<file path="src/design/node_pkg.sv">
`default_nettype none

package node_pkg;

	localparam int N_INPUTS = 15;
	localparam int LANE_ITEMS = (N_INPUTS + 1) / 2;

	localparam int FP_BIAS = 127;
	localparam logic [7:0] FP_EXP_MAX = 8'd254;

	// APB byte addresses of the register map.
	localparam logic [11:0] ADDR_ACT_BASE = 12'h000;
	localparam logic [11:0] ADDR_WGT_BASE = 12'h040;
	localparam logic [11:0] ADDR_CTRL = 12'h080;
	localparam logic [11:0] ADDR_STATUS = 12'h084;
	localparam logic [11:0] ADDR_RESULT = 12'h088;

	typedef struct packed {
		logic sign;
		logic [7:0] exponent;
		logic [22:0] mantissa;
	} float_fields_t;

	// Single-precision word, seen as raw bits or as its fields.
	typedef union packed {
		logic [31:0] raw;
		float_fields_t f;
	} float_word_t;

	typedef struct packed {
		float_word_t act;
		float_word_t wgt;
	} mac_operands_t;

endpackage

`default_nettype wire

</file>
<file path="src/design/node_apb_regs.sv">
`timescale 1ns/1ps
`default_nettype none

module node_apb_regs import node_pkg::*; (
	input logic clk,
	input logic rst_n,
	input logic psel,
	input logic penable,
	input logic pwrite,
	input logic [11:0] paddr,
	input logic [31:0] pwdata,
	output logic [31:0] prdata,
	output logic pready,
	output logic pslverr,
	output logic start,
	input logic [3:0] lane_idx_even,
	input logic [3:0] lane_idx_odd,
	output mac_operands_t operands_even,
	output mac_operands_t operands_odd,
	input float_word_t result,
	input logic result_valid
);

	float_word_t act_mem [N_INPUTS];
	float_word_t wgt_mem [N_INPUTS];
	float_word_t result_q;
	logic busy;
	logic done;
	logic access;
	logic [3:0] reg_idx;
	logic act_hit;
	logic wgt_hit;
	logic ctrl_hit;
	logic status_hit;
	logic result_hit;
	logic mapped;
	logic wr_ok;
	logic start_req;

	function automatic mac_operands_t fetch(input logic [4:0] gidx);
		mac_operands_t ops;
		ops = '0;
		if (gidx < 5'(N_INPUTS))
		begin
			ops.act = act_mem[gidx[3:0]];
			ops.wgt = wgt_mem[gidx[3:0]];
		end
		return ops;
	endfunction

	assign pready = 1'b1;
	assign access = psel && penable;
	assign reg_idx = paddr[5:2];

	assign act_hit = (paddr[11:6] == ADDR_ACT_BASE[11:6]) && (paddr[1:0] == 2'b00)
		&& (reg_idx < 4'(N_INPUTS));
	assign wgt_hit = (paddr[11:6] == ADDR_WGT_BASE[11:6]) && (paddr[1:0] == 2'b00)
		&& (reg_idx < 4'(N_INPUTS));
	assign ctrl_hit = (paddr == ADDR_CTRL);
	assign status_hit = (paddr == ADDR_STATUS);
	assign result_hit = (paddr == ADDR_RESULT);
	assign mapped = act_hit || wgt_hit || ctrl_hit || status_hit || result_hit;

	// Writes to the operand registers or CTRL are refused while a computation runs.
	assign pslverr = access && (!mapped || (pwrite && (status_hit || result_hit))
		|| (pwrite && busy && (act_hit || wgt_hit || ctrl_hit)));

	assign wr_ok = access && pwrite && !busy;
	assign start_req = wr_ok && ctrl_hit && pwdata[0];

	always_comb
	begin
		operands_even = fetch({lane_idx_even, 1'b0});
		operands_odd = fetch({lane_idx_odd, 1'b1});
	end

	always_comb
	begin
		prdata = '0;
		if (psel && !pwrite)
		begin
			if (act_hit)
				prdata = act_mem[reg_idx].raw;
			else if (wgt_hit)
				prdata = wgt_mem[reg_idx].raw;
			else if (status_hit)
				prdata = {30'b0, done, busy};
			else if (result_hit)
				prdata = result_q.raw;
		end
	end

	always_ff @(posedge clk)
	begin
		if (!rst_n)
		begin
			for (int i = 0; i < N_INPUTS; i++)
			begin
				act_mem[i] <= '0;
				wgt_mem[i] <= '0;
			end
			start <= 1'b0;
			busy <= 1'b0;
			done <= 1'b0;
			result_q <= '0;
		end
		else
		begin
			start <= start_req;
			if (wr_ok && act_hit)
				act_mem[reg_idx].raw <= pwdata;
			if (wr_ok && wgt_hit)
				wgt_mem[reg_idx].raw <= pwdata;

			if (start_req)
			begin
				busy <= 1'b1;
				done <= 1'b0;
			end
			else if (result_valid)
			begin
				busy <= 1'b0;
				done <= 1'b1;
			end

			if (result_valid)
				result_q <= result;
		end
	end

endmodule

`default_nettype wire

</file>
<file path="config.mk">
export PLATFORM = sky130hd
export DESIGN_NAME = node_apb_regs
export DESIGN_NICKNAME = d
export VERILOG_FILES = /design/src/design/node_pkg.sv /design/src/design/node_apb_regs.sv
export SDC_FILE = /design/constraint.sdc
export NUM_CORES = 2
export LEC_CHECK = 0
export BUFFER_PORTS_ARGS = -buffer_cell sky130_fd_sc_hd__buf_2
export CORE_MARGIN = 5
export CORE_UTILIZATION = 54
export CTS_BUF_LIST = sky130_fd_sc_hd__clkbuf_8
export CTS_CLUSTER_SIZE = 28
export DETAILED_ROUTE_END_ITERATION = 6
export GPL_TIMING_DRIVEN = 0
export PLACE_DENSITY = 0.71
export SKIP_LAST_GASP = 1
export SLEW_MARGIN = 40
export SYNTH_ARGS = -nofsm -noshare
export SYNTH_HDL_FRONTEND = slang
export SYNTH_SLANG_ARGS = --single-unit
</file>
<file path="constraint.sdc">
create_clock -name clk -period 5.55 [get_ports clk]
set_input_delay 0.555 -clock clk [delete_from_list [all_inputs] [get_ports clk]]
set_output_delay 0.555 -clock clk [all_outputs]
set_load 0.01 [all_outputs]
</file>
Word level (Yosys, flattened, before mapping). Memories as Yosys holds them, arrays and structs flattened. Index checks and enable logic that the tools add are counted.

Flip-flop bits (word level): 35. Bits in writable memories: 960. Bits of input ports: 90. Logic and storage cells: 68. Memories: 2.

Memory list: act_mem (words 15, width 32, read ports 3, clocked after Yosys merged registers in 0, write ports 15, RTL line node_apb_regs.sv:24) `float_word_t act_mem [N_INPUTS];`; wgt_mem (words 15, width 32, read ports 3, clocked after Yosys merged registers in 0, write ports 15, RTL line node_apb_regs.sv:25) `float_word_t wgt_mem [N_INPUTS];`.

Magnitude comparators: 3. Equality and inequality tests: 4. Mux-type cells: 22. Bitwise gates (word level): 1. Reduce and logical (&&, ||, !) cells: 32.

Operators with widths (count): 32-bit 2-to-1 mux (7); 64-bit 2-to-1 mux (2); 32-bit OR reduction (2); 12-bit by 8-bit equality test with 1-bit output (second input constant) (3); 1-bit logical AND (16); 1-bit 2-to-1 mux (11); 5-bit by 4-bit < comparator with 1-bit output (second input constant) (2); 4-bit 2-to-1 mux (2); 1-bit logical OR (7); 6-bit by 1-bit equality test with 1-bit output (second input constant) (1); 6-bit zero test (1); 4-bit < comparator (second input constant) (1); 1-bit zero test (3); 2-bit zero test (1); 2-bit nonzero test (1); 2-bit OR reduction (1); 1-bit inverter (1).

Logic depth before layout (Yosys ltp).
Depth in word-level cells: 11. Depth in mapped cells: 9. Mapped depth without buffers: 5.

Worst setup path after synthesis. Ideal clock, no wire load.

Path kind: input to register. From: input paddr[5]. To: memory act_mem[10][0] (netlist name) (enable). Setup time: 0.466 ns. Arrival: 4.125 ns. Data required time: 5.084 ns. Setup slack: 0.959 ns. Stages: 6. Path buffers: 2. Cells stage by stage: buf_2 a41oi_4 nand3_4 or4_1 buf_6 o21ai_0.

RTL lines: start: declaration (RTL line node_apb_regs.sv:10) `input logic [11:0] paddr,`; end: declaration (RTL line node_apb_regs.sv:24).

Final worst setup path.
From: input paddr[9]. To: output prdata[17].

Longest elaborated chain between the ends: 6.

Ends and longest elaborated chain: 12-bit by 8-bit equality test with 1-bit output or 6-bit by 1-bit equality test with 1-bit output (tied branches) (RTL line node_apb_regs.sv:61, node_apb_regs.sv:57); 32-bit 2-to-1 mux or 1-bit logical AND (tied branches) (RTL line node_apb_regs.sv:88, node_apb_regs.sv:57); 32-bit 2-to-1 mux or 1-bit logical AND (tied branches) (RTL line node_apb_regs.sv:86, node_apb_regs.sv:58); 32-bit 2-to-1 mux (RTL line node_apb_regs.sv:84) `else if (wgt_hit)`; 32-bit 2-to-1 mux (*) (RTL line node_apb_regs.sv:82) `if (act_hit)`; 32-bit 2-to-1 mux (*) (RTL line node_apb_regs.sv:80) `if (psel && !pwrite)`; end: declaration (RTL line node_apb_regs.sv:12) `output logic [31:0] prdata,`.

Every way passes the cells marked *; elsewhere a longest branch is shown, timed or not.

==> flow_summary.ini <==
[clock_tree]
post-cts-setup-buffers = 0
clockBufferDepth = 3
clkSinkCount = 1059
cts_inserted_buffers = 178
cts_tree = built
insertion_delay_ns = 0.92
ctsResizeCount = 0
cts.htree.levels = 4
clkSlewWorstSetupHoldPaths_ns = 0.06
root_buffer = clkbuf_8

[logic_synthesis]
yosysWarnings = 0
synth_async_sr_flop_share = 0
syn_avg_cell_area_sq_um = 15.3
synth-seq-cells = 1059
ys.flop_type = edfxtp_1
synth-edff-count = 1024
syn-cell-area_sq_mm = 0.0562
yosys.cell_types.count = 61
synth_top_area_cell = edfxtp_1
yosysSeqAreaShare = 0.560
synth_top_cell_area_share = 0.548
syn_inst = 3667
synth_area_leaders = edfxtp_1 55%, mux4_2 20%, and2_1 9.7%

[layout]
syn_to_final_growth_pct = 16.0
final_common_cell = edfxtp_1
layout.nets = 4381
fin_cells = 5822
multiInputGateArea_sq_mm = 0.0234
final_cell_mix = 1024 x edfxtp_1, 868 x and2_1, 510 x mux4_2, 333 x buf_2, 203 x clkbuf_1
seq_area_sq_mm = 0.0315
drive_above_1_share = 0.313
fillers = 7717

[placement]
io_buffers = 243
place_hpwl_mm = 158
dp.cells = 5432
preCtsSetupSlack_ns = 0.979
globalplace.congestion = 1.01

[setup_path]
rr_worst_depth = 6
path_class = primary input to output pin
cp.arrival_ns = 4.28
cp.required_ns = 4.99
worst_setup_path_start_kind = primary input
cp-end-kind = output pin
critical_path_peak_fanout = 10

[routing]
ant_nets = 0
drt_wl_total_mm = 217
first_pass_iters = 7
wire_per_inst_microns = 37.2
drt_iter0_markers = 7351
drc = 0
via_count = 39900
routed_via_density = 6.85

[grt]
grt_pass1_vias = 39100
track_usage = 0.386
grt_start_max_net_pins = 33
grt_pass1_wl_mm = 297
antenna_found_initial = 20
globalRouteOverflowTotal = 0

[power]
peakVddDrop_mv = 0.184
power_leakage_nw = 24.1
power_frac_clock = 0.365
p_total_mw = 18.7
seq_power_share = 0.503
p_per_area_mw_per_mm2 = 287
intPower_mw = 13.7
p_sw_mw = 5.07
comb_power_share = 0.132
switching_share = 0.271

[sta]
max_slew_margin = 0.314
timing.final.ws_setup_ns = 0.717
finClkSkew_ns = 0.0318
whs_ns = 0.0408
setup_viol = 0
post-route-period-util = 0.871
worstMarginPinSlew_ns = 1.03
max_freq_mhz = 207
min_period_ns = 4.83
drv_slew = 0
rsz0062_at_grt = false
hold_violations = 0

[status]
outcome = finished clean

[floorplanning]
die_x_microns = 332
die_area_sq_mm = 0.111
fp-row-count = 118
start_util = 0.543
ios = 253
core_area_sq_mm = 0.103
die_h_microns = 332

[hold_path]
hp-class = primary input to flop
holdPathStages = 1

[run]
maxCapViolations = 0
[power groups by stage]
stage	Sequential, mW	Clock [mW]	Combinational (mW)
2_1_floorplan	9.47	0	1.37
3_3_place_gp	9.61	0	2.20
3_5_place_dp	9.57	0	2.36
4_1_cts	9.41	6.77	2.40
5_1_grt	9.45	7.14	2.52
6_report	9.43	6.83	2.46
[timing repair]
| action | CTS | global route |
|---|---|---|
| setup endpoints to repair | 0 | 0 |
| hold buffers | 59 | 0 |
| hold endpoints to repair | 84 | 0 |
[layout make-up]
type                            count  share of cell area
Sequential cell                  1059               0.483
Multi-Input combinational cell   2268               0.359
Timing Repair Buffer              381              0.0488
Clock buffer                      191              0.0404
Buffer                            403              0.0310
Tap cell                         1380              0.0265
Clock inverter                    131              0.0112
Antenna cell                        9            0.000346
[stage by stage]
| stage | util | cell area (sq um) | TNS, ns |
|---|---|---|---|
| after global routing | 0.630 | 65100 | 0 |
| final | 0.630 | 65100 | 0 |
| after detailed placement | 0.592 | 61200 | 0 |
| after global placement | 0.574 | 59300 | -1858.82 |
| after floorplan | - | 56400 | 0 |
| after CTS | 0.630 | 65100 | 0 |
[cell families after synthesis]
kind of cell / synth area share
multiplexers: 0.246
AND/OR/NAND/NOR: 0.141
other: 0.000134
buffers and inverters: 0.0348
AO/OA/AOI/OAI: 0.0177
flip-flops: 0.560
[flip-flops by register name, indices dropped and copies added (netlist names)]
| register | count |
|---|---|
| done | 1 |
| wgt_mem | 512 |
| start | 1 |
| act_mem | 512 |
| result_q | 32 |
| busy | 1 |
[worst max-delay path, cell delays in order]
cell	delay (ns)
buf_2	0.12
or4_1	0.76
nor4b_4	0.93
clkbuf_1	0.71
a21oi_1	0.30
a21oi_1	0.63
buf_2	0.26
[per-layer routing]
metal / track usage / routed length (microns) / share of wire
met5: 0.00340 / 113 / 0.00052
met1: 0.505 / 73400 / 0.34
met3: 0.155 / 35700 / 0.16
met4: 0.202 / 14700 / 0.068
met2: 0.560 / 92700 / 0.43
[synth_stat cells, types with 25 or more instances]
cell,instances
nor2b_1,38
nor3_1,48
buf_2,76
and2_1,868
nor2_1,173
edfxtp_1,1024
mux2_2,59
dfxtp_1,35
o21ai_0,25
mux4_2,510
buf_4,26
clkbuf_1,244
buf_6,33
and3_1,102
mux2i_1,166
o22ai_1,51
[path summary, 6_finish.rpt]
check             slack, ns                startpoint                          end
setup reg to reg       2.37         busy$_SDFFE_PN0P_  wgt_mem[8][8]$_SDFFCE_PN0P_
hold / removal         0.04                pwdata[23]    act_mem[15][23]$_DFFE_PP_
setup / recovery       0.72                  paddr[9]                   prdata[17]
hold reg to reg        0.53  result_q[5]$_SDFFE_PN0P_     result_q[5]$_SDFFE_PN0P_
(Power assumes the default switching activity.)
