## config.mk

```make
export PLATFORM = sky130hd
export DESIGN_NAME = node_lane
export DESIGN_NICKNAME = d
export VERILOG_FILES = /design/src/design/node_pkg.sv /design/src/design/float_mult.sv /design/src/design/float_adder.sv /design/src/design/node_lane.sv
export SDC_FILE = /design/constraint.sdc
export NUM_CORES = 2
export LEC_CHECK = 0
export BUFFER_PORTS_ARGS = -buffer_cell sky130_fd_sc_hd__buf_2
export CAP_MARGIN = 10
export CORE_MARGIN = 8
export CORE_UTILIZATION = 60
export CTS_BUF_LIST = sky130_fd_sc_hd__clkbuf_2
export DETAILED_ROUTE_END_ITERATION = 6
export PLACE_DENSITY = 0.8
export REMOVE_ABC_BUFFERS = 1
export SKIP_LAST_GASP = 1
export SLEW_MARGIN = 20
export SYNTH_ARGS = -nofsm -noshare
export SYNTH_HDL_FRONTEND = slang
export SYNTH_SLANG_ARGS = --single-unit
```

## constraint.sdc

```tcl
create_clock -name clk -period 20.3 [get_ports clk]
set_clock_uncertainty 0.05 [all_clocks]
set_input_delay 4.06 -clock clk [delete_from_list [all_inputs] [get_ports clk]]
set_output_delay 4.06 -clock clk [all_outputs]
set_load 0.03 [all_outputs]
```

## src/design/node_pkg.sv

```systemverilog
`default_nettype none

package node_pkg;

	localparam int N_INPUTS = 15;
	localparam int LANE_ITEMS = (N_INPUTS + 1) / 2;

	localparam int FP_BIAS = 127;
	localparam logic [7:0] FP_EXP_MAX = 8'd254;

	// APB byte addresses of the register map.
	localparam logic [11:0] ADDR_ACT_BASE = 12'h000;
	localparam logic [11:0] ADDR_WGT_BASE = 12'h040;
	localparam logic [11:0] ADDR_CTRL = 12'h080;
	localparam logic [11:0] ADDR_STATUS = 12'h084;
	localparam logic [11:0] ADDR_RESULT = 12'h088;

	typedef struct packed {
		logic sign;
		logic [7:0] exponent;
		logic [22:0] mantissa;
	} float_fields_t;

	// Single-precision word, seen as raw bits or as its fields.
	typedef union packed {
		logic [31:0] raw;
		float_fields_t f;
	} float_word_t;

	typedef struct packed {
		float_word_t act;
		float_word_t wgt;
	} mac_operands_t;

endpackage

`default_nettype wire

```

## src/design/float_mult.sv

```systemverilog
`timescale 1ns/1ps
`default_nettype none

module float_mult import node_pkg::*; (
	input float_word_t a,
	input float_word_t b,
	output float_word_t p
);

	logic [23:0] sig_a;
	logic [23:0] sig_b;
	logic [47:0] prod;
	logic signed [9:0] exp_sum;
	logic signed [9:0] exp_norm;
	logic [22:0] mant;

	assign sig_a = {1'b1, a.f.mantissa};
	assign sig_b = {1'b1, b.f.mantissa};
	assign prod = sig_a * sig_b;
	assign exp_sum = 10'(a.f.exponent) + 10'(b.f.exponent) - 10'(FP_BIAS);

	always_comb
	begin
		// The significand product lies in [1, 4), so one shift is enough.
		if (prod[47])
		begin
			exp_norm = exp_sum + 10'sd1;
			mant = prod[46:24];
		end
		else
		begin
			exp_norm = exp_sum;
			mant = prod[45:23];
		end

		p = '0;
		if (a.f.exponent == '0 || b.f.exponent == '0 || exp_norm <= 0)
			p = '0;
		else if (exp_norm > $signed({2'b00, FP_EXP_MAX}))
		begin
			p.f.sign = a.f.sign ^ b.f.sign;
			p.f.exponent = FP_EXP_MAX;
			p.f.mantissa = '1;
		end
		else
		begin
			p.f.sign = a.f.sign ^ b.f.sign;
			p.f.exponent = exp_norm[7:0];
			p.f.mantissa = mant;
		end
	end

endmodule

`default_nettype wire

```

## src/design/float_adder.sv

```systemverilog
`timescale 1ns/1ps
`default_nettype none

module float_adder import node_pkg::*; (
	input float_word_t a,
	input float_word_t b,
	output float_word_t s
);

	float_word_t op_big;
	float_word_t op_small;
	logic [23:0] sig_big;
	logic [23:0] sig_small;
	logic [23:0] aligned;
	logic [7:0] exp_diff;
	logic sub;
	logic [24:0] sum;
	logic [4:0] lz;
	logic [23:0] norm;

	// Order by magnitude so the result takes the sign of the larger operand.
	always_comb
	begin
		if (a.raw[30:0] >= b.raw[30:0])
		begin
			op_big = a;
			op_small = b;
		end
		else
		begin
			op_big = b;
			op_small = a;
		end
	end

	// Subnormals are flushed, so a zero exponent means a zero significand.
	assign sig_big = (op_big.f.exponent != '0) ? {1'b1, op_big.f.mantissa} : '0;
	assign sig_small = (op_small.f.exponent != '0) ? {1'b1, op_small.f.mantissa} : '0;
	assign exp_diff = op_big.f.exponent - op_small.f.exponent;
	assign aligned = (exp_diff > 8'd23) ? '0 : (sig_small >> exp_diff);
	assign sub = op_big.f.sign ^ op_small.f.sign;
	assign sum = sub ? ({1'b0, sig_big} - {1'b0, aligned})
		: ({1'b0, sig_big} + {1'b0, aligned});

	always_comb
	begin
		lz = 5'd24;
		for (int i = 0; i < 24; i++)
		begin
			if (sum[i])
				lz = 5'(23 - i);
		end
	end

	assign norm = sum[23:0] << lz;

	always_comb
	begin
		s = '0;
		if (sum == '0)
			s = '0;
		else if (sum[24])
		begin
			s.f.sign = op_big.f.sign;
			if (op_big.f.exponent >= FP_EXP_MAX)
			begin
				s.f.exponent = FP_EXP_MAX;
				s.f.mantissa = '1;
			end
			else
			begin
				s.f.exponent = op_big.f.exponent + 8'd1;
				s.f.mantissa = sum[23:1];
			end
		end
		else if (op_big.f.exponent <= 8'(lz))
			s = '0;
		else
		begin
			s.f.sign = op_big.f.sign;
			s.f.exponent = op_big.f.exponent - 8'(lz);
			s.f.mantissa = norm[22:0];
		end
	end

endmodule

`default_nettype wire

```

## src/design/node_lane.sv

```systemverilog
`timescale 1ns/1ps
`default_nettype none

module node_lane import node_pkg::*; #(
	parameter int LANE = 0
) (
	input logic clk,
	input logic rst_n,
	input logic start,
	input mac_operands_t operands,
	output logic [3:0] lane_idx,
	output float_word_t partial,
	output logic last
);

	float_word_t mult_out;
	float_word_t product;
	float_word_t acc_in;
	float_word_t acc_sum;
	logic [3:0] cnt;
	logic active;
	logic [4:0] gidx;

	// Item 0 is fetched in the start cycle itself.
	assign lane_idx = start ? '0 : cnt;
	assign gidx = 5'(2 * lane_idx + LANE);

	float_mult mult_i (
		.a(operands.act),
		.b(operands.wgt),
		.p(mult_out)
	);

	// Past the end of the register file the product counts as zero.
	assign product = (gidx < 5'(N_INPUTS)) ? mult_out : '0;
	assign acc_in = start ? '0 : partial;

	float_adder add_i (
		.a(acc_in),
		.b(product),
		.s(acc_sum)
	);

	always_ff @(posedge clk)
	begin
		if (start || active)
			partial <= acc_sum;
	end

	always_ff @(posedge clk)
	begin
		if (!rst_n)
		begin
			cnt <= '0;
			active <= 1'b0;
			last <= 1'b0;
		end
		else if (start)
		begin
			cnt <= 4'd1;
			active <= 1'b1;
			last <= 1'b0;
		end
		else if (active)
		begin
			cnt <= cnt + 4'd1;
			if (cnt == 4'(LANE_ITEMS - 1))
			begin
				active <= 1'b0;
				last <= 1'b1;
			end
		end
		else
			last <= 1'b0;
	end

endmodule

`default_nettype wire

```

; After elaboration in Yosys (flattened, before gate mapping)
; Cells that the tools add are included.
[totals]
romBits = 0
ff_bits = 38
out_inout_bits = 37
mem_bits_rw = 0
latchBits = 0
mem_count = 0
wordCells = 85
in_bits = 67
[op_classes]
shifts = 2
n_eq_ne = 1
n_reduce_logical = 11
mux = 45
div_mod_pow = 0
n_addsub = 9
mul = 1
order_cmp = 7
n_bitwise = 4
[op_table]
columns = op, count
row1 = $mux 32, 7
row2 = $mux 5, 16
row3 = $mux 24, 3
row4 = $mux 31, 2
row5 = $mul 24x24->48, 1
row6 = $mux 4, 9
row7 = $ge 31x31->1, 1
row8 = $add 24x24->25, 1
row9 = $logic_not 25->1, 1
row10 = $mux 25, 1
row11 = $sub 24x24->25, 1
row12 = $shl 24x5->23, 1
row13 = $shr 24x8->24, 1
row14 = $mux 23, 1
row15 = $logic_not 8->1, 2
row16 = $reduce_bool 8->1, 2
row17 = $add 10x2->10 const B, 1
row18 = $gt 10x9->1 const B, 1
row19 = $le 10x1->1 const B, 1
row20 = $mux 10, 1
row21 = $sub 10x7->10 const B, 1
row22 = $add 8x8->9, 1
row23 = $add 8x1->8 const B, 1
row24 = $ge 8x8->1 const B, 1
row25 = other kinds (14), 22

; Depth between registers and ports, before layout
[logic_depth]
ltp_word = 43
ltp_mapped = 85
depth_no_buf = 77

; Cells and area by module
; Synthesis repeated with hierarchy kept, for this count alone.
[hier_totals]
hier_cells = 3761
area_unflattened_um2 = 30113.9
[modules_own_cells]
columns = module, instances, cells_each, area_each_um2
row1 = float_mult, 1, 2307, 19645.1
row2 = float_adder, 1, 1319, 8768.4
row3 = node_lane, 1, 135, 1700.4

; Worst setup path before layout
; OpenSTA, ideal clock, no wires.
[synth_path]
kind = input to register
from = input port operands[9] (netlist bit)
to = register partial[30] (netlist bit), data pin
setup_time_ns = 0.273
path_buffers = 10
stages = 82
setup_slack_ns = -1.622
t_arrival_ns = 21.599
path_cell_list = clkbuf_1 > nand2_1 > fa_1 > inv_1 > fa_1 > inv_1 > fa_1 > inv_1 > fa_1 > fa_1 > inv_1 > fa_1 > inv_1 > fa_1 > ha_1 > and4_1 > and3_1 > nand3_1 > [46 not listed] > a311o_1 > a221oi_1 > o211a_1 > clkbuf_1 > buf_1 > ha_1 > inv_1 > fa_1 > a21o_1 > a21oi_1 > inv_1 > a21oi_1 > a31oi_1 > nor2_1 > a21oi_1 > clkbuf_1 > nand4_1 > o221ai_1
[synth_via]
elab_chain_cells = 41
[synth_rtl]
columns = element, line
row1 = "start, declared", node_lane.sv:10  ; input mac_operands_t operands,
row2 = $mul 24x24->48 *, float_mult.sv:19  ; assign prod = sig_a * sig_b;
row3 = $mux 10, float_mult.sv:25  ; if (prod[47])
row4 = $gt 10x9->1 or $le 10x1->1 (tied branches), "float_mult.sv:39, float_mult.sv:37"
row5 = $mux 31 or $logic_or 1x1->1 (tied branches), "float_mult.sv:39, float_mult.sv:37"
row6 = $mux 32 *, float_mult.sv:37  ; if (a.f.exponent == '0 || b.f.exponent == '0 || exp_norm <= 0)
row7 = $mux 32 *, node_lane.sv:35  ; assign product = (gidx < 5'(N_INPUTS)) ? mult_out : '0;
row8 = "parallel branches: the longest is 35 deep, another holds $ge 31x31->1", --
row9 = "end signal, assigned", node_lane.sv:47  ; partial <= acc_sum;
row10 = "end, declared", node_lane.sv:12  ; output float_word_t partial,
; Every way passes the cells marked *.
; A chain may end at the register's enable or synchronous reset.

; Final worst setup path
[layout_path]
from = input port operands[10] (netlist bit)
to = register partial[23] (netlist bit), data pin
; The elaborated chain is that of the path after synthesis.

==> impl_metrics.env <==
export IMPL_status="finished clean"
export IMPL_routedWlPerCell_um=20.5
export IMPL_yosys_most_used_dff="edfxtp_1"
export IMPL_slowest_delay_ns=0.55
export IMPL_core_sq_um=47700
export IMPL_io_pins=104
export IMPL_grt_pass1_vias=29900
export IMPL_cap_violations=0
export IMPL_start_kind="input pin"
export IMPL_cp_required_ns=20.46
export IMPL_crit_fanout=13
export IMPL_fmax_ghz=0.0497
export IMPL_ys_ff_latch=38
export IMPL_report_final_slew_viol_count=0
export IMPL_syn_avg_cell_area_sq_um=8.08
export IMPL_slew_headroom=0.420
export IMPL_fin_crit_sh=0.991
export IMPL_dp_hpwl_um=81800
export IMPL_num_vias=28900
export IMPL_yosys_area_top_type="fa_1"
export IMPL_grt_first_pass_wirelength_um=154000
export IMPL_grt_max_degree=43
export IMPL_critPathCaptureType="flip-flop"
export IMPL_yosys_area_top_type_share=0.334
export IMPL_cts_buffers=5
export IMPL_finish_net_count=4978
export IMPL_finalSetupViolCount=0
export IMPL_ys_types=108
export IMPL_netlist_area_sq_um=29000
export IMPL_nFillCells=3393
export IMPL_clock_root_buffer="clkbuf_2"
export IMPL_yosys_top_cells_area="fa_1 (33%), ha_1 (11%), inv_1 (7.9%)"
export IMPL_async_reset_ff_frac=0
export IMPL_cts_hold_buf=0
export IMPL_grt_total_usage=0.338
export IMPL_synthCells=3589
export IMPL_ys_seq_area_frac=0.0373
export IMPL_drtAntennaViolNets=0
export IMPL_syn2layout_area_growth_pct=23.2
export IMPL_hp_class="reg -> reg"
export IMPL_cts_buffer_depth=2
export IMPL_antenna_found_initial=1
export IMPL_worstPathArrival_ns=20.28
export IMPL_htreeDepth=2
export IMPL_gp_congestion=1.05
export IMPL_start_util=0.607
export IMPL_num_antenna_cells=0
export IMPL_synth_edf_count=32
export IMPL_min_period_ns=20.12
export IMPL_drc_errors=0
export IMPL_tns_ns=0
export IMPL_drt_vias_per_instance=6.03
export IMPL_hold_violations=0
export IMPL_cts_sink_count=38
export IMPL_synthTopCellsByCount="inv_1 (608), fa_1 (484), nand2_1 (427), and2_1 (262), ha_1 (247)"
export IMPL_grt_overflow_total=0
export IMPL_path_clk_slew_ns=0.22
export IMPL_critPathSlowestCell="fa_1"
export IMPL_cts_tree="built"
export IMPL_synth_most_common_cell="inv_1"
export IMPL_first_iter_violations=2732
export IMPL_die_area_sq_um=55600
export IMPL_insertion_delay_ns=0.44
export IMPL_firstDrtPassIters=7
export IMPL_fp_row_count=80
export IMPL_layout_drive_gt1_share=0.235
export IMPL_critical_path_class="in -> reg"
export IMPL_routed_wl_um=98100
export IMPL_crit_top_cell="buf_4"
export IMPL_yosysWarningCount=0
export IMPL_io_buffers=103
export IMPL_die_w_um=236
export IMPL_tightest_slew_ns=0.863
export IMPL_chipHeight_um=236
-- flip-flops by register name, indices dropped and copies added (netlist names) --
signal / flops
partial: 32
cnt: 4
active: 1
last: 1
-- per-layer routing --
layer	vias up	wire length (um)	track usage
li1	12900	-	-
met1	13900	36700	0.416
met2	1716	46500	0.576
met3	431	8790	0.0518
met4	0	6170	0.171
met5	-	0	0
-- layout make-up --
cell class              count  area [sq um]  share of cell area
inverters                 613          2310              0.0648
well taps                 615           769              0.0216
clock inverters             2          33.8            0.000946
multi-input cells        2762         25700               0.719
repair buffers            760          5820               0.163
clock buffers               6          30.0            0.000841
flip-flops and latches     38          1080              0.0303
-- worst max-delay path, delay by kind of cell --
family          cells  cell delay, ns
fa+ha+maj          11            4.60
xor+xnor            1            0.20
buf+inv            21            2.58
mux                 1            0.22
compound gates     24            4.92
simple gates       18            3.62
-- cell families after synthesis --
group,synth area share
DFF,0.0373
and+or+nand+nor,0.212
buffers and inverters,0.105
muxes,0.0417
adders and majority gates,0.441
AOI/OAI and AO/OA,0.140
xor gates and xnor gates,0.0241
-- cell usage in the layout (no fill, tap or decap), drive strengths merged, types with 10 or more instances in the layout --
| cell type | n |
|---|---|
| buf | 742 |
| inv | 608 |
| fa | 484 |
| nand2 | 429 |
| and2 | 262 |
| ha | 247 |
| nor2 | 220 |
| a21oi | 175 |
| o21ai | 115 |
| nor3 | 67 |
| nand3 | 64 |
| mux2i | 60 |
| xnor2 | 50 |
| nor2b | 46 |
| o211ai | 39 |
| a21o | 34 |
| edfxtp | 32 |
| xor2 | 29 |
| mux2 | 28 |
| nand2b | 28 |
| a211oi | 26 |
| clkbuf | 24 |
| and3 | 23 |
| nand4 | 21 |
| nor4 | 20 |
| o21a | 19 |
| o22ai | 19 |
| or3 | 19 |
| or2 | 19 |
| a21boi | 16 |
| o21bai | 15 |
| o31ai | 15 |
| a31oi | 14 |
| mux4 | 13 |
| o2111ai | 13 |
| a221oi | 13 |
| o211a | 10 |
-- path summary, 6_finish.rpt --
kind | from | depth (start not counted) | endpoint | slack [ns]
worst min-delay path | cnt[1]$_SDFFE_PP0P_ | 2 | cnt[1]$_SDFFE_PP0P_ | 0.52
worst max-delay path | operands[10] | 76 | partial[23]$_SDFFCE_PN0P_ | 0.18
worst min register to register | cnt[1]$_SDFFE_PP0P_ | 2 | cnt[1]$_SDFFE_PP0P_ | 0.52
worst max register to register | cnt[3]$_SDFFE_PP0P_ | 55 | partial[23]$_SDFFCE_PN0P_ | 9.50
-- stage by stage --
stage           util  cell area [sq um]  hold slack, ns  instances  setup slack [ns]
2_1_floorplan      -              28200           0.451       3413             -2.49
5_1_grt        0.748              35700           0.542       4796            -0.253
3_5_place_dp   0.722              34500           0.485       4756             -1.19
4_1_cts        0.726              34700           0.514       4765           -0.0122
3_3_place_gp   0.722              34500           0.483       4756            -0.811
6_report       0.748              35700           0.515       4796             0.184
-- timing repair --
| action | CTS | global route |
|---|---|---|
| gates cloned | 0 | 2 |
| gates resized for setup | 29 | 185 |
| setup buffers | 1 | 29 |
| pin swaps | 5 | 68 |
| endpoints found under the setup margin | 32 | 32 |
Power is left out: the tool's default activity adds up to more than one toggle a clock period on the data nets, which glitch-free logic cannot reach.
