[config.mk]
export PLATFORM = sky130hd
export DESIGN_NAME = node_combine
export DESIGN_NICKNAME = d
export VERILOG_FILES = /design/src/design/node_pkg.sv /design/src/design/float_adder.sv /design/src/design/node_combine.sv
export SDC_FILE = /design/constraint.sdc
export NUM_CORES = 1
export LEC_CHECK = 0
export BUFFER_PORTS_ARGS = -buffer_cell sky130_fd_sc_hd__buf_4
export CORE_MARGIN = 8
export CORE_UTILIZATION = 30
export CTS_CLUSTER_SIZE = 10
export DETAILED_ROUTE_END_ITERATION = 8
export GPL_ROUTABILITY_DRIVEN = 0
export GPL_TIMING_DRIVEN = 0
export PLACE_DENSITY_LB_ADDON = 0.08
export SLEW_MARGIN = 10
export SYNTH_ARGS = -nofsm -noshare
export SYNTH_HDL_FRONTEND = slang
export SYNTH_SLANG_ARGS = --single-unit
[constraint.sdc]
create_clock -name clk -period 16.86 [get_ports clk]
set_input_delay 2.529 -clock clk [delete_from_list [all_inputs] [get_ports clk]]
set_output_delay 2.529 -clock clk [all_outputs]
set_load 0.005 [all_outputs]
[src/design/node_pkg.sv]
`default_nettype none

package node_pkg;

	localparam int N_INPUTS = 15;
	localparam int LANE_ITEMS = (N_INPUTS + 1) / 2;

	localparam int FP_BIAS = 127;
	localparam logic [7:0] FP_EXP_MAX = 8'd254;

	// APB byte addresses of the register map.
	localparam logic [11:0] ADDR_ACT_BASE = 12'h000;
	localparam logic [11:0] ADDR_WGT_BASE = 12'h040;
	localparam logic [11:0] ADDR_CTRL = 12'h080;
	localparam logic [11:0] ADDR_STATUS = 12'h084;
	localparam logic [11:0] ADDR_RESULT = 12'h088;

	typedef struct packed {
		logic sign;
		logic [7:0] exponent;
		logic [22:0] mantissa;
	} float_fields_t;

	// Single-precision word, seen as raw bits or as its fields.
	typedef union packed {
		logic [31:0] raw;
		float_fields_t f;
	} float_word_t;

	typedef struct packed {
		float_word_t act;
		float_word_t wgt;
	} mac_operands_t;

endpackage

`default_nettype wire

[src/design/float_adder.sv]
`timescale 1ns/1ps
`default_nettype none

module float_adder import node_pkg::*; (
	input float_word_t a,
	input float_word_t b,
	output float_word_t s
);

	float_word_t op_big;
	float_word_t op_small;
	logic [23:0] sig_big;
	logic [23:0] sig_small;
	logic [23:0] aligned;
	logic [7:0] exp_diff;
	logic sub;
	logic [24:0] sum;
	logic [4:0] lz;
	logic [23:0] norm;

	// Order by magnitude so the result takes the sign of the larger operand.
	always_comb
	begin
		if (a.raw[30:0] >= b.raw[30:0])
		begin
			op_big = a;
			op_small = b;
		end
		else
		begin
			op_big = b;
			op_small = a;
		end
	end

	// Subnormals are flushed, so a zero exponent means a zero significand.
	assign sig_big = (op_big.f.exponent != '0) ? {1'b1, op_big.f.mantissa} : '0;
	assign sig_small = (op_small.f.exponent != '0) ? {1'b1, op_small.f.mantissa} : '0;
	assign exp_diff = op_big.f.exponent - op_small.f.exponent;
	assign aligned = (exp_diff > 8'd23) ? '0 : (sig_small >> exp_diff);
	assign sub = op_big.f.sign ^ op_small.f.sign;
	assign sum = sub ? ({1'b0, sig_big} - {1'b0, aligned})
		: ({1'b0, sig_big} + {1'b0, aligned});

	always_comb
	begin
		lz = 5'd24;
		for (int i = 0; i < 24; i++)
		begin
			if (sum[i])
				lz = 5'(23 - i);
		end
	end

	assign norm = sum[23:0] << lz;

	always_comb
	begin
		s = '0;
		if (sum == '0)
			s = '0;
		else if (sum[24])
		begin
			s.f.sign = op_big.f.sign;
			if (op_big.f.exponent >= FP_EXP_MAX)
			begin
				s.f.exponent = FP_EXP_MAX;
				s.f.mantissa = '1;
			end
			else
			begin
				s.f.exponent = op_big.f.exponent + 8'd1;
				s.f.mantissa = sum[23:1];
			end
		end
		else if (op_big.f.exponent <= 8'(lz))
			s = '0;
		else
		begin
			s.f.sign = op_big.f.sign;
			s.f.exponent = op_big.f.exponent - 8'(lz);
			s.f.mantissa = norm[22:0];
		end
	end

endmodule

`default_nettype wire

[src/design/node_combine.sv]
`timescale 1ns/1ps
`default_nettype none

module node_combine import node_pkg::*; (
	input logic clk,
	input logic rst_n,
	input logic sample,
	input float_word_t partial_even,
	input float_word_t partial_odd,
	output float_word_t result,
	output logic result_valid
);

	float_word_t total;

	float_adder add_i (
		.a(partial_even),
		.b(partial_odd),
		.s(total)
	);

	always_ff @(posedge clk)
	begin
		if (!rst_n)
		begin
			result <= '0;
			result_valid <= 1'b0;
		end
		else
		begin
			result_valid <= sample;
			// The ReLU clamps a negative sum to zero.
			if (sample)
				result <= total.f.sign ? '0 : total;
		end
	end

endmodule

`default_nettype wire

* Word-level counts from Yosys, hierarchy flattened *
Cells that the tools add are included.

storage, ports and cells
  register bits after elaboration = 33
  output and inout port bits = 33

operators by class
  mux-type cells = 35
  bitwise operators = 1
  shifts and indexed selects = 2
  order comparisons = 4
  reductions and logical operators = 3
  add/sub/neg operators = 5

operator list
  cell                                                           count
  two-way mux 32 bit                                             5
  two-way mux 5 bit                                              16
  two-way mux 24 bit                                             3
  two-way mux 31 bit                                             2
  two-way mux 4 bit                                              8
  >= comparator 31 bit                                           1
  adder 24 x 24 -> 25 bit                                        1
  zero test 25 bit                                               1
  two-way mux 25 bit                                             1
  subtractor 24 x 24 -> 25 bit                                   1
  << shifter 24 x 5 -> 23 bit                                    1
  right shift 24 x 8 -> 24 bit                                   1
  nonzero test 8 bit                                             2
  adder 8 x 1 -> 8 bit, second input constant                    1
  >= comparator 8 bit, second input constant                     1
  greater-than comparator 8 x 5 -> 1 bit, second input constant  1
  <= comparator 8 x 5 -> 1 bit                                   1
  subtractor 8 x 5 -> 8 bit                                      1
  subtractor 8 bit                                               1
  bitwise XOR 1 bit                                              1

* Depth between registers and ports, before layout *
Gate-level depths: netlist of run 1.

  depth after elaboration = 37
  mapped depth = 64

* By module *
Synthesis of run 1 repeated with hierarchy kept, for this count alone.

unflattened totals
  cells, all modules = 1381
  area total of the unflattened synthesis = 9360.2 um2

by module, submodules not included
  module        cells an instance  area an instance (um2)  instances
  float_adder   1239               8087.8                  1
  node_combine  142                1272.5                  1

* Least setup slack after synthesis of run 1 *
OpenSTA, ideal clock, no wires.

  path kind = in2reg
  from = input port partial_odd[25] (netlist bit)
  to = register result[21] (netlist bit)
  stages on the path = 61
  data required time = 16.799 ns
  arrival time = 15.070 ns
  path slack = 1.728 ns
  buffers on the path = 20
  library setup time = 0.061 ns
  path through = inv_1 -> ha_1 -> buf_4 -> nand4_4 -> nor4_1 -> nand3_1 -> and4_4 -> buf_6 -> nand2_2 -> buf_4 -> buf_2 -> buf_2 -> buf_1 -> clkbuf_1 -> a21oi_1 -> ha_1 -> buf_2 -> buf_1 -> [... 25 more ...] -> clkbuf_1 -> inv_2 -> buf_1 -> ha_1 -> a21o_1 -> a21oi_1 -> inv_1 -> a21oi_1 -> o21bai_1 -> and2_1 -> clkbuf_1 -> nand2_1 -> a21oi_1 -> o31a_1 -> and2_1 -> buf_4 -> buf_6 -> a32o_1

between the ends
  word-level cells in the longest chain between the ends = 37

ends and longest elaborated chain
  element                                                                        line                source
  start: declaration                                                             node_combine.sv:9   input float_word_t partial_odd,
  parallel branches: the longest is 35 deep, another holds >= comparator 31 bit  --
  two-way mux 32 bit *                                                           float_adder.sv:60   if (sum == '0)
  two-way mux 31 bit *                                                           node_combine.sv:34  result <= total.f.sign ? '0 : total;
  end signal: assignment                                                         node_combine.sv:34
  end: declaration                                                               node_combine.sv:10  output float_word_t result,

Mark *: on every way between the ends.
A chain may end at the register's enable or synchronous reset.

* Final worst setup path of run 1 *
  from = input port partial_odd[13] (netlist bit)
  to = register result[7] (netlist bit)

Same word-level chain as after synthesis.

==> reports/metrics.csv, run 1 <==
stage;metric;value;unit
route;finalWirelength;43700;microns
floorplanning;die_h;196;microns
route;drtPass1Iterations;5;
setup_path;slowest_stage;mux4_2;
setup_path;worstPathMaxFanout;28;
finish;nets;1651;
yosys;ys_warn_count;0;
yosys;synth_seq_area_share;0.0660;
placement;portBuffers;98;
yosys;synth_edf_count;0;
pwr;power.density;218;mW/mm^2
job;maxCapViolations;0;
grt;grt_max_degree;20;
finish;fillers;3562;
sta;fmax;61.7;MHz
yosys;ys_ff_latch;32;
route;viasPerCell;6.16;
finish;drive_above_1_share;0.164;
sta;fin_skew;0;ps
pwr;ir_drop;0.000106;V
sta;worstMarginPinSlew;1050;ps
grt;grt-ovfl-total;0;
placement;place_area;0.0110;sq mm
grt;grt_pass1_vias;11300;
yosys;synthFlopType;dfxtp_1;
floorplanning;start_util;0.301;
yosys;synth_cell_types;98;
finish;final_cell_area;0.0113;sq mm
yosys;async_flop_share;0;
setup_path;cp_data_arrival_time;16420;ps
hold_path;min_path_type;register to register;
setup_path;start_kind;input pin;
yosys;syn_inst;1413;
floorplanning;die_area;0.0383;sq mm
yosys;syn_area_per_cell;6.87;sq um
route;drc_errors;0;
finish;regArea;641;sq um
pwr;leakagePower;4.65;nW
sta;finalSetupViolCount;0;
setup_path;crit_required;17070;ps
clocking;path_clk_slew;50;ps
setup_path;worstSetupPathType;input pin to register;
grt;grt_pass1_wl;67600;microns
yosys;synth_top_area_share;0.0813;
finish;fin_util;0.352;
sta;slew_violations;0;
clocking;clock_latency;280;ps
sta;final_hold_viol_count;0;
sta;period_share;0.962;
sta;layout_min_cycle_time;16210;ps
setup_path;endpoint_kind;register;
route;wl_per_cell;22.7;microns
clocking;cts_tree;yes;
floorplanning;die_w;196;microns
floorplanning;rows;66;
clocking;cts.sinks;32;
floorplanning;coreArea;0.0322;sq mm
clocking;root_buffer;clkbuf_16;
finish;diodes;0;
placement;dp.final_hpwl;36400;microns
grt;antenna_found_initial;1;
yosys;yosys-top-cells-area;ha_1, nand2_1, dfxtp_1;
yosys;synth.cell_area;0.00970;sq mm
finish;area_delta_synth_final;16.8;%
finish;multi_input_area;0.00859;sq mm
outcome;outcome;finished, final reports clean;
clocking;cts_hold_buf;0;
yosys;syn-num-nets;1545;
setup_path;critPathMaxStageDelay;540;ps
clocking;cts_buffers;5;
sta;relSlewSlack;0.293;
route;dr_total_vias;11900;
route;drt.antenna.violating_nets;0;
clocking;cts_buffer_depth;2;
route;drt_iter0_markers;1147;
clocking;htreeDepth;2;
sta;tns;0;ps
yosys;yosysTopAreaCell;ha_1;
floorplanning;ios;100;
grt;track_usage;0.220;
==> routing by layer <==
layer / global-route usage / share of wire / vias up / wire (microns)
met2: 0.333 / 0.43 / 518 / 18600
met3: 0.0459 / 0.089 / 55 / 3890
met1: 0.315 / 0.46 / 5759 / 20200
met4: 0.0480 / 0.022 / 2 / 968
met5: 0 / 0.00030 / - / 13
li1: - / - / 5542 / -
==> worst max-delay path, delay by kind of cell <==
kind	cells	cell delay, ps
buffers and inverters	15	3450
multiplexers	3	1170
AND/OR/NAND/NOR	12	3580
XOR/XNOR	2	600
AO/OA/AOI/OAI	16	3420
adder cells (fa/ha/maj)	5	1580
==> flip-flops by register name, summed over array words and instances (netlist names) <==
register / cells
result: 31
result_valid: 1
==> where the power goes <==
part / internal [mW] / switching (mW) / total, mW
clock: 0.0581 / 0.0321 / 0.0902
combinational: 0.814 / 1.44 / 2.25
sequential: 0.106 / 0.0181 / 0.125
==> logic make-up after synthesis <==
logic type / share of synthesized area
xor gates and xnor gates: 0.0486
AOI/OAI and AO/OA: 0.341
buffers and inverters: 0.0664
other: 0.000387
muxes: 0.128
and+or+nand+nor: 0.264
adders and majority gates: 0.0854
DFF: 0.0660
==> area by class of cell <==
class / instances / share of cell area
Buffer: 81 / 0.0343
Clock buffer: 6 / 0.0123
Clock inverter: 2 / 0.000883
Inverter: 66 / 0.0222
Multi-Input combinational cell: 1226 / 0.758
Sequential cell: 32 / 0.0565
Tap cell: 408 / 0.0450
Timing Repair Buffer: 107 / 0.0709
==> per-stage QoR <==
step,hold WS [ps],total power [mW],cells,worst slack (ps)
6_report,471,2.47,1928,646
5_1_grt,488,2.65,1928,-15.8
4_1_cts,476,2.32,1924,62.0
3_5_place_dp,464,2.20,1920,-3390
3_3_place_gp,461,2.22,1919,-3480
2_1_floorplan,462,1.57,1413,1730
==> synth_stat cells (17+ instances only) <==
cell type    n
dfxtp_1     32
o21ai_0     98
buf_2       17
and2_1      18
nand4_1     22
a21oi_1    123
ha_1        63
xor2_1      21
clkbuf_1    50
xnor2_1     31
nand2b_1    17
mux2_2      25
a21o_1      22
o211ai_1    24
inv_1       61
nand3_1     40
nor2_1     101
mux2i_1     64
nor3_1      29
nand2_1    189
a211oi_1    22
==> cell usage in the layout (no fill, tap or decap), types with 29 or more instances in the layout <==
master	Yosys	routed
dfxtp_1	32	32
nand2_1	189	188
a21oi_1	123	121
nand3_1	40	40
inv_1	61	60
ha_1	63	63
mux2i_1	64	63
buf_4	7	117
clkbuf_1	50	43
o21ai_0	98	96
nor2_1	101	100
xnor2_1	31	29
==> final timing paths <==
path                        start    endpoint  slack (ps)  cells after the start
setup / recovery  partial_odd[13]   result[7]         650                     53
hold / removal         result[21]  result[21]         470                      1
setup reg to reg        result[6]   result[6]       16180                      2
hold reg to reg        result[21]  result[21]         470                      1
==> timing repair <==
action / in CTS / in global routing
gates resized for setup: 22 / 22
pin swaps: 0 / 6
setup endpoints to repair: 31 / 31
setup buffers: 0 / 8
Power figures use the tool's default switching activity.
==> run 2: changes to the inputs <==
--- a/config.mk
+++ b/config.mk
@@ -8,11 +8,13 @@
 export BUFFER_PORTS_ARGS = -buffer_cell sky130_fd_sc_hd__buf_4
 export CORE_MARGIN = 8
 export CORE_UTILIZATION = 30
+export CTS_CLUSTER_DIAMETER = 120
 export CTS_CLUSTER_SIZE = 10
 export DETAILED_ROUTE_END_ITERATION = 8
 export GPL_ROUTABILITY_DRIVEN = 0
 export GPL_TIMING_DRIVEN = 0
 export PLACE_DENSITY_LB_ADDON = 0.08
+export REMOVE_ABC_BUFFERS = 1
 export SLEW_MARGIN = 10
 export SYNTH_ARGS = -nofsm -noshare
 export SYNTH_HDL_FRONTEND = slang
==> reports/metrics.csv, run 2 (same netlist as run 1, synthesis figures left out) <==
stage;metric;value;unit;change
finish;top_register;result;;
route;drc_errors;0;;unchanged
setup_path;crit_required;17090;ps;+20 ps
placement;dpl_worst_slack;-888;ps;+2500 ps
sta;relSlewSlack;0.149;;-0.144
grt;grt-ovfl-total;0;;unchanged
pwr;leakagePower;4.46;nW;-4.0%
sta;fin_ws;1050;ps;+400 ps
finish;largest_register_ffs;31;;unchanged
finish;instances_no_fill;1848;;-4.1%
setup_path;endpoint_kind;register;;
sta;tns;0;ps;unchanged
floorplanning;die_h;196;microns;unchanged
finish;final_cell_area;0.0109;sq mm;-3.4%
setup_path;cp_data_arrival_time;16040;ps;-380 ps
finish;regArea;641;sq um;unchanged
placement;dp.cells;1838;;-4.3%
finish;reg_top3;result x31, result_valid x1;;
clocking;htreeDepth;2;;unchanged
grt;use_met1;0.291;;-0.0244
clocking;cts_buffers;5;;unchanged
grt;grt.busiest_layer;met2;;
placement;dp.final_hpwl;32200;microns;-11%
sta;worstMarginPinSlew;1270;ps;+213 ps
pwr;power.density;210;mW/mm^2;-3.6%
hold_path;min_path_type;register to register;;
floorplanning;coreArea;0.0322;sq mm;unchanged
finish;fillers;3553;;-0.25%
floorplanning;ios;100;;unchanged
finish;multi_input_area;0.00853;sq mm;-0.63%
clocking;cts_buffer_depth;2;;unchanged
route;drtPass1Iterations;6;;+1
clocking;cts.sinks;32;;unchanged
pwr;ir_drop;0.000102;V;-3.6%
sta;holdWs;464;ps;-6.08 ps
route;drt_iter0_markers;865;;-25%
grt;grt_max_degree;73;;+270%
clocking;root_buffer;clkbuf_16;;
floorplanning;start_util;0.301;;unchanged
grt;grt_use_met2;0.324;;-0.00919
sta;layout_min_cycle_time;15810;ps;-400 ps
placement;portBuffers;98;;unchanged
grt;antenna_found_initial;0;;-1
clocking;cts_tree;yes;;
grt;grt_pass1_wl;62800;microns;-7.2%
floorplanning;die_w;196;microns;unchanged
floorplanning;rows;66;;unchanged
route;viasPerCell;6.03;;-2.1%
outcome;outcome;finished, final reports clean;;
sta;fmax;63.2;MHz;+2.5%
grt;grt_pass1_vias;10600;;-6.4%
setup_path;worstSetupPathType;input pin to register;;
setup_path;critPathMaxStageDelay;640;ps;+100 ps
finish;diodes;0;;unchanged
job;maxCapViolations;0;;unchanged
clocking;clock_latency;280;ps;about the same
floorplanning;die_area;0.0383;sq mm;unchanged
sta;slew_violations;0;;unchanged
setup_path;start_kind;input pin;;
setup_path;cpMostUsedCell;a21oi_1;;
clocking;path_clk_slew;60;ps;about the same
setup_path;worstPathMaxFanout;72;;+160%
route;finalWirelength;40600;microns;-7.2%
sta;finalSetupViolCount;0;;unchanged
finish;area_delta_synth_final;12.8;%;
finish;layout_common_cells;nand2_1, a21oi_1, buf_4;;
finish;drive_above_1_share;0.149;;-0.0145
finish;nets;1572;;-4.8%
sta;rsz0062_at_grt;no;;
setup_path;r2r_slack;16210;ps;+30 ps
route;wl_per_cell;22.0;microns;-3.1%
route;dr_total_vias;11100;;-6.2%
route;drt.antenna.violating_nets;0;;unchanged
grt;track_usage;0.202;;-0.0180
placement;place_area;0.0107;sq mm;-2.3%
grt;grtUsageMet3;0.0257;;-0.0202
sta;period_share;0.938;;-0.0237
sta;final_hold_viol_count;0;;unchanged
sta;fin_skew;0;ps;unchanged
finish;final_common_cell;nand2_1;;
setup_path;slowest_stage;nor4b_2;;
run 2: per-layer routing:
layer / vias to the layer above / share of wire
li1: 5367 / -
met1: 5447 / 0.49
met2: 301 / 0.45
met3: 28 / 0.050
met4: 0 / 0.013
met5: - / 0
run 2: through the flow:
step | total power [mW] | util
4_1_cts | 2.25 | 0.338
5_1_grt | 2.50 | 0.340
3_3_place_gp | 2.13 | 0.328
3_5_place_dp | 2.15 | 0.333
2_1_floorplan | 1.54 | -
6_report | 2.30 | 0.340
run 2: cell type report:
type	count	area share
multi-input combinational	1226	0.780
clock inverter	1	0.000457
sequential	32	0.0585
clock buffer	6	0.0118
inverter	66	0.0230
tap	408	0.0466
timing repair buffer	109	0.0800
run 2: power breakdown:
part           internal, mW  switching [mW]
Clock                0.0537          0.0346
Combinational         0.759            1.33
Sequential            0.106          0.0165
Total                 0.919            1.38
run 2: worst paths after layout:
kind | startpoint | endpoint | cells past startpoint
max | partial_odd[25] | result[16] | 45
min | result[26] | result[26] | 2
max reg2reg | result[2] | result[2] | 2
min reg2reg | result[26] | result[26] | 2
run 2: critical path, delay by kind of cell:
kind / cells / cell delay (ps)
compound gates: 17 / 4390
simple gates: 12 / 4040
fa+ha+maj: 5 / 2210
mux: 3 / 1170
buf+inv: 6 / 1150
xor+xnor: 2 / 440
run 2: timing repair:
item,in CTS,in global routing
endpoints found under the setup margin,20,31
resized for setup,4,9
buffers inserted,0,3
hold buffers,0,0
pin swaps,0,2
==> run 3: changes to the inputs <==
--- a/config.mk
+++ b/config.mk
@@ -6,6 +6,8 @@
 export NUM_CORES = 1
 export LEC_CHECK = 0
 export BUFFER_PORTS_ARGS = -buffer_cell sky130_fd_sc_hd__buf_4
+export CELL_PAD_IN_SITES_DETAIL_PLACEMENT = 0
+export CELL_PAD_IN_SITES_GLOBAL_PLACEMENT = 1
 export CORE_MARGIN = 8
 export CORE_UTILIZATION = 30
 export CTS_CLUSTER_DIAMETER = 120
==> reports/metrics.csv, run 3 (same netlist as run 1, synthesis figures left out) <==
stage;metric;value;unit;change
finish;largest_register_ffs;31;;unchanged
clocking;cts_buffers;5;;unchanged
grt;track_usage;0.208;;+0.00537
floorplanning;ios;100;;unchanged
sta;worstMarginPinSlew;1040;ps;-228 ps
job;maxCapViolations;0;;unchanged
finish;final_cell_area;0.0110;sq mm;+0.62%
finish;final_common_cell;nand2_1;;
route;viasPerCell;6.01;;-0.37%
setup_path;worstReg2RegEnd;result[4];;
placement;dpl_worst_slack;-1080;ps;-195 ps
finish;drive_above_1_share;0.151;;+0.00139
clocking;cts.sinks;32;;unchanged
placement;portBuffers;98;;unchanged
sta;fmax;63.1;MHz;-0.25%
grt;grt_pass1_wl;64000;microns;+2.1%
route;finalWirelength;41200;microns;+1.7%
floorplanning;rows;66;;unchanged
setup_path;crit_buf_inv;6;;unchanged
floorplanning;coreArea;0.0322;sq mm;unchanged
clocking;cts_hold_buf;0;;unchanged
clocking;htreeDepth;2;;unchanged
sta;fin_ws;1010;ps;-39.6 ps
route;drt_iter0_markers;1025;;+18%
sta;relSlewSlack;0.306;;+0.157
route;dr_total_vias;11100;;-0.37%
setup_path;worstSetupPathType;input pin to register;;
setup_path;regToRegStartpoint;result[4];;
pwr;leakagePower;4.49;nW;+0.61%
clocking;cts_buffer_depth;2;;unchanged
route;drtPass1Iterations;5;;-1
setup_path;r2r_slack;16200;ps;about the same
placement;dp.cells;1836;;-0.11%
floorplanning;die_area;0.0383;sq mm;unchanged
hold_path;min_to;result[0];;
clocking;cts_tree;yes;;
sta;tns;0;ps;unchanged
setup_path;cpMostUsedCell;a21oi_1;;
floorplanning;die_w;196;microns;unchanged
sta;layout_min_cycle_time;15850;ps;+39.6 ps
grt;grt_max_degree;73;;unchanged
floorplanning;start_util;0.301;;unchanged
hold_path;hold_start;result[0];;
outcome;outcome;finished, final reports clean;;
clocking;clock_latency;270;ps;about the same
grt;grt_pass1_vias;10600;;+0.74%
setup_path;slowest_stage;o41ai_2;;
setup_path;worstRegToRegCells;2;;unchanged
floorplanning;die_h;196;microns;unchanged
finish;top_register;result;;
placement;place_area;0.0107;sq mm;-0.23%
route;wl_per_cell;22.3;microns;+1.7%
setup_path;crit_required;17080;ps;about the same
pwr;p_total;2.38;mW;+3.6%
sta;finalSetupViolCount;0;;unchanged
sta;slew_violations;0;;unchanged
setup_path;endpoint_kind;register;;
pwr;ir_drop;0.0000927;V;-8.9%
clocking;root_buffer;clkbuf_16;;
finish;instances_no_fill;1848;;unchanged
finish;diodes;0;;unchanged
finish;layout_common_cells;nand2_1, a21oi_1, buf_4;;
setup_path;worstPathMaxFanout;72;;unchanged
placement;dp.final_hpwl;32900;microns;+2.0%
hold_path;min_path_type;register to register;;
finish;nets;1571;;-0.064%
sta;rsz0062_at_grt;no;;
grt;grt-ovfl-total;0;;unchanged
sta;fin_skew;0;ps;unchanged
route;drt.antenna.violating_nets;0;;unchanged
sta;period_share;0.940;;+0.00235
finish;reg_top3;result x31, result_valid x1;;
grt;antenna_found_initial;0;;unchanged
hold_path;whs_path_depth;2;;unchanged
setup_path;critPathTopFamily;compound AO/OA/AOI/OAI gates;;
setup_path;critPathMaxStageDelay;610;ps;-30 ps
sta;final_hold_viol_count;0;;unchanged
setup_path;start_kind;input pin;;
setup_path;cp_data_arrival_time;16070;ps;+30 ps
clocking;path_clk_slew;50;ps;about the same
finish;fillers;3551;;-0.056%
pwr;power.density;216;mW/mm^2;+3.0%
route;drc_errors;0;;unchanged
finish;area_delta_synth_final;13.5;%;
[run 3: layout make-up]
cell class / instances / area [sq um] / share of cell area
Multi-Input combinational cell: 1226 / 8570 / 0.778
Timing Repair Buffer: 108 / 853 / 0.0775
Inverter: 66 / 255 / 0.0232
Tap cell: 408 / 510 / 0.0463
Clock inverter: 1 / 30.0 / 0.00273
Sequential cell: 32 / 641 / 0.0582
Clock buffer: 7 / 153 / 0.0139
[run 3: routing by layer]
layer | part of all wire | vias to the layer above | track usage
met4 | 0.014 | 0 | 0.0314
met3 | 0.056 | 27 | 0.0279
met1 | 0.49 | 5377 | 0.302
met5 | 0 | - | 0
li1 | - | 5388 | -
met2 | 0.44 | 310 | 0.326
[run 3: worst reg2reg max path, stage by stage (launching register included)]
cell	delay, ps
dfxtp_1	320
a32oi_1	170
nor2_1	50
[run 3: repair_timing]
| item | CTS | global route |
|---|---|---|
| buffers inserted | 1 | 3 |
| resized for setup | 3 | 12 |
| pin swaps | 1 | 0 |
| endpoints found under the setup margin | 28 | 31 |
[run 3: metrics by stage]
| stage | hold slack, ps | util |
|---|---|---|
| final | 463 | 0.342 |
| after floorplan | 462 | - |
| after global placement | 457 | 0.328 |
| after CTS | 464 | 0.339 |
| after global routing | 487 | 0.342 |
| after detailed placement | 456 | 0.332 |
[run 3: worst max path at each step]
stage / startpoint / endpoint / slack [ps] / cells past startpoint
after floorplan: partial_odd[23] / result[12] / 1380 / 43
after global placement: partial_odd[23] / result[9] / -3800 / 44
after detailed placement: partial_odd[23] / result[16] / -1080 / 43
after CTS: partial_odd[23] / result[17] / 20 / 44
after global routing: partial_odd[23] / result[17] / 50 / 47
final: partial_odd[23] / result[16] / 1010 / 45
[run 3: power by group]
part	switching, mW	leakage [nW]	total [mW]	internal, mW
sequential	0.0172	0.261	0.124	0.106
clock	0.0319	0.0901	0.110	0.0777
combinational	1.37	4.14	2.15	0.775
total	1.42	4.49	2.38	0.959
